[src/rtl/hazard_ctrl.sv]
`timescale 1ns/100ps
`default_nettype none

module hazard_ctrl (
    input  logic clk,
    input  logic rst,
    input  logic accept_i,
    input  logic no_hazard_i,
    output logic id_valid_o,
    output logic ex_valid_o,
    output logic mem_valid_o,
    output logic wb_valid_o,
    output logic stall_o,
    output logic hold_o
);

    logic stall;
    logic accept;

    assign stall   = !no_hazard_i;
    assign accept  = accept_i && !stall;
    assign stall_o = stall;
    assign hold_o  = stall;

    always_ff @(posedge clk) begin
        if (rst) begin
            id_valid_o  <= 1'b0;
            ex_valid_o  <= 1'b0;
            mem_valid_o <= 1'b0;
            wb_valid_o  <= 1'b0;
        end else begin
            // the load in MEM always moves on to WB
            wb_valid_o <= mem_valid_o;
            if (stall) begin
                // ID and EX hold, bubble into MEM
                mem_valid_o <= 1'b0;
            end else begin
                id_valid_o  <= accept;
                ex_valid_o  <= id_valid_o;
                mem_valid_o <= ex_valid_o;
            end
        end
    end

endmodule

`default_nettype wire

[config.mk]
export PLATFORM = sky130hd
export DESIGN_NAME = hazard_ctrl
export DESIGN_NICKNAME = d
export VERILOG_FILES = /design/src/rtl/hazard_ctrl.sv
export SDC_FILE = /design/constraint.sdc
export NUM_CORES = 1
export LEC_CHECK = 0
export BUFFER_PORTS_ARGS = -buffer_cell sky130_fd_sc_hd__buf_4
export CELL_PAD_IN_SITES_DETAIL_PLACEMENT = 1
export CELL_PAD_IN_SITES_GLOBAL_PLACEMENT = 2
export CORE_AREA = 4 4 41 43
export DETAILED_ROUTE_END_ITERATION = 10
export DIE_AREA = 0 0 45 47
export HOLD_SLACK_MARGIN = 0.06
export PLACE_DENSITY = 0.51
export RECOVER_POWER = 50
export SLEW_MARGIN = 20
export SYNTH_ARGS = -nofsm -noshare
export SYNTH_HDL_FRONTEND = slang
export SYNTH_SLANG_ARGS = --single-unit
[constraint.sdc]
create_clock -name clk -period 0.8 [get_ports clk]
set_clock_uncertainty 0.15 [all_clocks]
set_input_delay 0.24 -clock clk [delete_from_list [all_inputs] [get_ports clk]]
set_output_delay 0.24 -clock clk [all_outputs]
set_load 0.01 [all_outputs]
==> metrics.csv, run 1 <==
metric,value,unit
most_frequent_standard_cell_in_the_layout_excluding_fill_and_tap_cells,sky130_fd_sc_hd__buf_6,
holdWs,0.0345,ns
failed_checks,negative setup slack,
grt_start_max_net_pins,5,
clk_transition_reported_paths,0.04,ns
num_antenna_cells,0,
cell_depth_of_the_worst_min_delay_path,2,
outcome,finished with violations,
timing.critical_path.buf_inv,1,
report.power.total,0.000531,W
worst_hold_path.endpoint,ex_valid_o$_SDFFE_PP0P_,
grt_overflow,0,
synth_cells,13,
startpoint,id_valid_o$_SDFFE_PP0P_,
yosys.area.top_type,sky130_fd_sc_hd__dfxtp_1,
detailroute.via_count,140,
timing.critical_path.arrival,0.66,ns
crit-reg2reg-launch,ex_valid_o$_SDFFE_PP0P_,
viasPerCell,3.33,
top_layer_used,met4,
dp_cells,36,
hold_start,rst,
worstMarginPinSlew,0.152,ns
comb_power_share,14.3,%
die_y,47,µm
synth-seq-cells,4,
yosys.area.top_type_share,60.4,%
hold_path.class,primary input to flop,
clockPowerShare,45.8,%
place.port_buffers,9,
p_leak,0.142,nW
die_width,45,µm
worst-path-max-fanout,2,
fp.dieArea,0.00212,mm²
power_frac_seq,39.9,%
power.share.switching,20.2,%
netlist_area,133,µm²
grt_setup_unrepaired,true,
post_route_cells_drive_above_1_share,74.1,%
max_stage_delay,0.32,ns
synth-seq-area-share,60.4,%
setup_slack,-0.252,ns
timing.critical_path.slowest_stage_cell,sky130_fd_sc_hd__dfxtp_2,
syn_avg_cell_area,10.2,µm²
ioPinCount,10,
area.growth.synth_to_final,125,%
regToRegEndpoint,ex_valid_o$_SDFFE_PP0P_,
worstPathCellList,buf_6,
report.final.slew_viol_count,0,
dr_wl_met3,39,µm
core_area,0.00130,mm²
ctsLongestPathBuffers,2,
drt_first_iter_violations,0,
maxClockFrequency,0.951,GHz
synth.top_cells.by_area,"sky130_fd_sc_hd__dfxtp_1, sky130_fd_sc_hd__mux2i_1, sky130_fd_sc_hd__nor2_1, sky130_fd_sc_hd__buf_4, sky130_fd_sc_hd__nor2b_1",
ir_worst_vdd,0.751,mV
antenna_left,0,
cts.sink_count,4,
max_cap_viol_count,0,
relSlewSlack,89.6,%
cts_htree_levels,1,
met2_length,169,µm
numCtsBuffers,3,
p_per_area,1780,mW/mm²
final_report_setup_violation_count,8,
clockRootBuffer,sky130_fd_sc_hd__clkbuf_4,
reg2reg_slack,-0.10,ns
clock_tree_from_tritoncts,built,
detailedRoute.firstPassIterationCount,1,
worstSetupPathType,flop to output pin,
finalNetCount,33,
worst_setup_path_start_kind,flop,
grtUsageTotal,4.89,%
final_hold_violations,0,
critical_path.endpoint_type,output pin,
clk_latency,0.23,ns
initial_antenna_violation_count,0,
grt_pass1_vias,148,
yosysWarnings,0,
detail_route.wirelength,371,µm
finalCritPeriodShare,131,%
most-common-layout-cells,"sky130_fd_sc_hd__buf_6, sky130_fd_sc_hd__dfxtp_2, sky130_fd_sc_hd__buf_4",
internal_power,0.000424,W
floorplan.initialDensity,10.2,%
route.detailed.drc,0,
timing.final.crit_period,1.05,ns
floorplan.rows,13,
worst_endpoint_required_time,0.41,ns
drt-met1-wl,137,µm
post_layout_nonfiller_instances,42,
netSwitchingPower,0.000107,W
gpl.final_weighted_congestion,0.532,
crit_family,flip-flops,
number_of_distinct_library_cells_after_synthesis,7,
routedWlPerCell,8.83,µm
r2r_cells,3,
wire_length_of_the_first_global_routing_pass,600,µm
postSynthNetCount,17,
## flip-flops by register name, summed over array words and instances (netlist names)
| signal | count |
|---|---|
| ex_valid_o | 1 |
| id_valid_o | 1 |
| wb_valid_o | 1 |
| mem_valid_o | 1 |
## stage by stage
| stage | setup slack (ns) | utilization, % | TNS [ns] | cell area, µm² |
|---|---|---|---|---|
| after floorplan | 0.00132 | - | 0 | 133 |
| after global placement | -0.121 | 16.3 | -0.476 | 211 |
| after detailed placement | -0.123 | 16.3 | -0.536 | 211 |
| after CTS | -0.255 | 22.6 | -1.36 | 294 |
| after global routing | -0.288 | 22.9 | -1.49 | 298 |
| final | -0.252 | 22.9 | -1.30 | 298 |
## layer usage
metal	up-vias	GRT usage, %
li1	67	-
met1	60	3.39
met2	9	7.06
met3	4	2.68
met5	-	0
met4	0	8.77
## cells in the mapped netlist
library cell and number:
sky130_fd_sc_hd__dfxtp_1 4, sky130_fd_sc_hd__nor2_1 3, sky130_fd_sc_hd__mux2i_1 2, sky130_fd_sc_hd__buf_4 1
sky130_fd_sc_hd__inv_1 1, sky130_fd_sc_hd__nand2_1 1, sky130_fd_sc_hd__nor2b_1 1
## timing repair
action | 4_1_cts | 5_1_grt
setup buffers | 3 | 0
pin swaps | 0 | 1
hold endpoints to repair | 4 | 4
resized for setup | 13 | 1
endpoints found under the setup margin | 6 | 8
## how the worst max path moves through the flow
stage | end | slack, ns | cells after the start
after global routing | mem_valid_o | -0.29 | 1
after floorplan | stall_o | 0.001 | 2
final | id_valid_o | -0.25 | 1
after detailed placement | hold_o | -0.12 | 3
after CTS | id_valid_o | -0.25 | 1
after global placement | hold_o | -0.12 | 3
## power by group through the flow
| stage | registers (W) | clock network (W) | logic [W] |
|---|---|---|---|
| after floorplan | 0.000215 | 0 | 0.0000164 |
| after global placement | 0.000213 | 0 | 0.0000501 |
| after detailed placement | 0.000213 | 0 | 0.0000510 |
| after CTS | 0.000211 | 0.000255 | 0.0000748 |
| after global routing | 0.000212 | 0.000278 | 0.0000810 |
| final | 0.000212 | 0.000243 | 0.0000760 |
## kinds of logic after synthesis
logic type | synth area share (%)
AND/OR/NAND/NOR | 16.0
flip-flops | 60.4
multiplexers | 15.1
buffers and inverters | 8.49
## layout make-up
cell class / instances / area, µm²
repair buffers: 12 / 124
inverters: 1 / 6.26
flip-flops and latches: 4 / 85.1
well taps: 15 / 18.8
clock buffers: 3 / 22.5
multi-input cells: 7 / 41.3
fillers: 165 / 1000
No activity file was read; power rests on OpenSTA's default activity.
==> inputs of run 2 (changes only) <==
- clock period: 0.8 -> 1 ns (I/O delays scaled with it)
==> run 2 against run 1 <==
  * The flow still finishes with violations (negative setup slack)
  * Worst setup slack gained 0.13 ns
  * First-iteration DRC count grew 4
  * Critical path depth stayed put
  * Clock power is 20% lower
  * Design area down 5.5%
  * Routed wire length shrank 2.7%
  * Utilization is 1.2 points lower
  * Die area unchanged
  * Largest cell class unchanged
  * Largest power group unchanged
==> metrics.csv, run 2 (same netlist as run 1, synthesis figures left out) <==
metric,value,unit
ctsLongestPathBuffers,2,
die_width,45,µm
hold_path.class,primary input to flop,
clock_tree_from_tritoncts,built,
initial_antenna_violation_count,0,
clk_transition_reported_paths,0.04,ns
worstSetupPathType,flop to output pin,
crit_family,flip-flops,
timing.critical_path.arrival,0.67,ns
final_report_setup_violation_count,4,
worst-path-max-fanout,3,
drt_first_iter_violations,4,
post_route_cells_drive_above_1_share,69.2,%
maxClockFrequency,0.890,GHz
timing.final.crit_period,1.12,ns
relSlewSlack,89.9,%
die_y,47,µm
cts_htree_levels,1,
cts.sink_count,4,
clk_latency,0.23,ns
fp.dieArea,0.00212,mm²
worstMarginPinSlew,0.147,ns
outcome,finished with violations,
most_frequent_standard_cell_in_the_layout_excluding_fill_and_tap_cells,sky130_fd_sc_hd__buf_6,
wire_length_of_the_first_global_routing_pass,669,µm
ioPinCount,10,
worstPathCellList,buf_6,
cts.hold.buffers_added,0,
route.detailed.drc,0,
routedWlPerCell,8.80,µm
finalCritPeriodShare,112,%
grt_start_max_net_pins,5,
post_layout_nonfiller_instances,41,
detailroute.via_count,135,
worst_endpoint_required_time,0.55,ns
viasPerCell,3.29,
grt_setup_unrepaired,true,
critical_path.endpoint_type,output pin,
dp_cells,37,
p_per_area,1490,mW/mm²
num_antenna_cells,0,
grtUsageTotal,4.97,%
place_area,219,µm²
numCtsBuffers,3,
floorplan.initialDensity,10.2,%
clockRootBuffer,sky130_fd_sc_hd__clkbuf_4,
num-fill-cells,161,
core_area,0.00130,mm²
worst_setup_path_start_kind,flop,
finalNetCount,32,
area.growth.synth_to_final,112,%
antenna_left,0,
max_stage_delay,0.34,ns
setup_slack,-0.124,ns
timing.critical_path.buf_inv,1,
most-common-layout-cells,"sky130_fd_sc_hd__buf_6, sky130_fd_sc_hd__buf_4, sky130_fd_sc_hd__nor2_1, sky130_fd_sc_hd__clkbuf_4, sky130_fd_sc_hd__dfxtp_2",
ir_worst_vdd,0.529,mV
finalCoreUtilization,21.6,%
final_hold_violations,0,
detailedRoute.firstPassIterationCount,2,
max_cap_viol_count,0,
fin_area,282,µm²
pre_cts_slack,-0.0437,ns
grt_pass1_vias,166,
detail_route.wirelength,361,µm
place.port_buffers,9,
timing.critical_path.slowest_stage_cell,sky130_fd_sc_hd__dfxtp_2,
grt_overflow,0,
failed_checks,negative setup slack,
report.final.slew_viol_count,0,
p_leak,0.135,nW
gpl.final_weighted_congestion,0.529,
floorplan.rows,13,
run 2: changes by cell type in the layout (fill, tap and decap cells not counted):
| cell | delta |
|---|---|
| sky130_fd_sc_hd__buf_8 | -1 |
| sky130_fd_sc_hd__dfxtp_1 | +1 |
| sky130_fd_sc_hd__dfxtp_2 | -1 |
run 2: report_power, final:
group / internal, W / switching, W
Combinational: 0.0000347 / 0.0000203
Clock: 0.000134 / 0.0000614
Sequential: 0.000166 / 0.00000332
run 2: area by class of cell:
type,count,area [µm²],share of cell area (%)
timing repair buffer,11,109,38.7
sequential,4,83.8,29.8
multi-input combinational,7,41.3,14.7
clock buffer,3,22.5,8.00
tap,15,18.8,6.67
inverter,1,6.26,2.22
run 2: path summary, 6_finish.rpt:
check	from	end	slack, ns	cells past startpoint
worst min register to register	ex_valid_o$_SDFFE_PP0P_	mem_valid_o$_SDFF_PP0_	0.31	2
worst max register to register	id_valid_o$_SDFFE_PP0P_	ex_valid_o$_SDFFE_PP0P_	0.10	3
worst max-delay path	ex_valid_o$_SDFFE_PP0P_	ex_valid_o	-0.12	1
worst min-delay path	rst	id_valid_o$_SDFFE_PP0P_	0.1	2
run 2: metrics by stage:
stage	TNS (ns)	hold WS, ns	power (W)
2_1_floorplan	0	0.222	0.000185
3_3_place_gp	-0.0935	0.301	0.000212
3_5_place_dp	-0.125	0.300	0.000213
4_1_cts	-0.470	0.0885	0.000432
5_1_grt	-0.566	0.0904	0.000453
6_report	-0.445	0.0957	0.000420
run 2: per-layer routing:
layer  wire length [µm]  GRT usage (%)  share of wire (%)  up-vias
met1                139           4.54                 39       58
li1                   -              -                  -       66
met5                  0              0                  0        -
met4                 17           8.77                4.7        0
met3                 34           1.53                9.4        2
met2                169           6.78                 47        9
run 2: what timing repair did:
action,CTS,global route
setup buffers,1,0
endpoints found under the setup margin,6,4
gates resized for setup,13,0
==> inputs of run 3 (changes only) <==
- ABC_AREA: unset -> 1
- PLACE_DENSITY: 0.51 -> 0.57
- SETUP_SLACK_MARGIN: unset -> 0.15
==> run 3 against run 2 <==
  * The flow still finishes with violations (negative setup slack)
  * Non-clock buffer count is 3 higher
  * Critical path depth is the same
  * Power grew 12%
  * Global-route usage grew 0.39 points
==> metrics.csv, run 3 <==
metric,value,unit
worst-path-max-fanout,2,
grt_overflow,0,
relSlewSlack,92.2,%
timing.critical_path.slowest_stage_cell,sky130_fd_sc_hd__dfxtp_2,
drt_first_iter_violations,2,
max_stage_delay,0.34,ns
yosysMostFrequentCell,sky130_fd_sc_hd__nor2_1,
power.share.switching,22.5,%
grt_start_max_net_pins,6,
detailedRoute.firstPassIterationCount,2,
worstSetupPathType,flop to output pin,
finalSetupTns,-0.427,ns
antenna_left,0,
hold_path.class,primary input to flop,
synth_cells,21,
detailroute.via_count,176,
p_per_area,1330,mW/mm²
worstMarginPinSlew,0.117,ns
routedWlPerCell,8.67,µm
worst_hold_path.endpoint,mem_valid_o$_SDFF_PP0_,
report.final.slew_viol_count,0,
ir_worst_vdd,0.362,mV
final_hold_violations,0,
wire_length_of_the_first_global_routing_pass,738,µm
finalCritPeriodShare,112,%
initial_antenna_violation_count,0,
num_antenna_cells,0,
grt_pass1_vias,188,
ioPinCount,10,
synth_top_cells_by_count,"sky130_fd_sc_hd__nor2_1, sky130_fd_sc_hd__inv_1, sky130_fd_sc_hd__nand2_1",
fp.dieArea,0.00212,mm²
reg2reg_slack,0.01,ns
outcome,finished with violations,
floorplan.initialDensity,11.3,%
worst_setup_path_start_kind,flop,
gpl.final_weighted_congestion,0.644,
yosys.area.top_type,sky130_fd_sc_hd__dfxtp_1,
max_cap_viol_count,0,
most_frequent_standard_cell_in_the_layout_excluding_fill_and_tap_cells,sky130_fd_sc_hd__buf_6,
critical_path.endpoint_type,output pin,
post_layout_nonfiller_instances,52,
die_width,45,µm
most-common-layout-cells,"sky130_fd_sc_hd__buf_6, sky130_fd_sc_hd__buf_4, sky130_fd_sc_hd__nor2_1, sky130_fd_sc_hd__dfxtp_2",
syn_avg_cell_area,7.03,µm²
detail_route.wirelength,451,µm
area.growth.synth_to_final,139,%
timing.final.crit_period,1.12,ns
post_route_cells_drive_above_1_share,73.0,%
clockRootBuffer,sky130_fd_sc_hd__clkbuf_4,
number_of_flops_mapped_to_enable_cells_by_yosys,0,
worstSetupPathDepth,1,
clock_tree_from_tritoncts,built,
floorplan.rows,13,
timing.critical_path.arrival,0.67,ns
clk_transition_reported_paths,0.04,ns
regToRegEndpoint,ex_valid_o$_SDFFE_PP0P_,
core_area,0.00130,mm²
power_frac_seq,37.3,%
grtUsageTotal,5.36,%
die_y,47,µm
synth.top_cells.by_area,"sky130_fd_sc_hd__dfxtp_1, sky130_fd_sc_hd__nor2_1, sky130_fd_sc_hd__inv_1, sky130_fd_sc_hd__nand2_1, sky130_fd_sc_hd__buf_4",
cts.sink_count,4,
hold_start,rst,
cell_depth_of_the_worst_min_delay_path,2,
comb_power_share,20.9,%
cts_htree_levels,1,
dp_cells,45,
finalNetCount,43,
internal_power,0.000362,W
crit-reg2reg-launch,id_valid_o$_SDFFE_PP0P_,
place.port_buffers,9,
maxClockFrequency,0.891,GHz
synth-seq-area-share,54.2,%
yosys.area.top_type_share,54.2,%
clk_latency,0.23,ns
pre_cts_slack,-0.0480,ns
viasPerCell,3.38,
synth-seq-cells,4,
number_of_distinct_library_cells_after_synthesis,5,
final_report_setup_violation_count,4,
route.detailed.drc,0,
cts.hold.buffers_added,0,
netSwitchingPower,0.000105,W
synth_flop_cell,sky130_fd_sc_hd__dfxtp_1,
timing.critical_path.buf_inv,1,
netlist_area,148,µm²
setup_slack,-0.122,ns
ctsLongestPathBuffers,2,
ys_async_sr_fraction,0,%
postSynthNetCount,25,
p_leak,0.175,nW
r2r_cells,6,
detailed_place_hpwl,332,µm
finalCoreUtilization,27.1,%
yosysWarnings,0,
numCtsBuffers,3,
worst_endpoint_required_time,0.55,ns
clockPowerShare,41.9,%
worstPathCellList,buf_6,
failed_checks,negative setup slack,
crit_family,flip-flops,
grt_setup_unrepaired,true,
==> run 3: layer usage <==
metal  vias to the layer above  share of wire [%]  GRT usage [%]
li1                         90                  -              -
met1                        77                 36           5.43
met2                         7                 56           8.19
met3                         2                4.4           1.15
met4                         0                3.1           7.02
met5                         -                  0              0
==> run 3: worst max-delay path by stage <==
| stage | startpoint | to | slack [ns] |
|---|---|---|---|
| after detailed placement | no_hazard_i | stall_o | -0.05 |
| final | id_valid_o$_SDFFE_PP0P_ | id_valid_o | -0.12 |
| after CTS | id_valid_o$_SDFFE_PP0P_ | id_valid_o | -0.13 |
| after global routing | id_valid_o$_SDFFE_PP0P_ | id_valid_o | -0.15 |
| after floorplan | no_hazard_i | stall_o | 0.13 |
| after global placement | no_hazard_i | stall_o | -0.05 |
==> run 3: logic make-up (layout without fill, tap and decap cells) <==
family	after synthesis	after routing	synth area share [%]
buffers and inverters	6	22	17.8
flip-flops	4	4	54.2
AND/OR/NAND/NOR	11	11	28.0
==> run 3: area by class of cell <==
cell class | instances | area, µm²
fillers | 167 | 948
repair buffers | 14 | 144
flip-flops and latches | 4 | 85.1
multi-input cells | 11 | 51.3
inverters | 5 | 31.3
clock buffers | 3 | 22.5
well taps | 15 | 18.8
==> run 3: through the flow <==
step | total power (W) | cell area [µm²] | hold slack (ns)
2_1_floorplan | 0.000201 | 164 | 0.222
3_3_place_gp | 0.000235 | 246 | 0.262
4_1_cts | 0.000466 | 330 | 0.0782
6_report | 0.000468 | 353 | 0.0819
5_1_grt | 0.000498 | 353 | 0.0871
3_5_place_dp | 0.000236 | 246 | 0.267
==> run 3: power by group through the flow <==
stage	clock [W]	combinational [W]	sequential, W
global placement	0	0.0000606	0.000174
finish	0.000196	0.0000977	0.000174
global route	0.000215	0.000108	0.000175
detailed placement	0	0.0000614	0.000175
floorplan	0	0.0000234	0.000178
CTS	0.000206	0.0000861	0.000174
==> run 3: repair_timing <==
item,4_1_cts,5_1_grt
resized for setup,12,7
pin swaps,1,2
buffers inserted,3,1
endpoints found under the hold margin,0,0
setup endpoints to repair,6,8
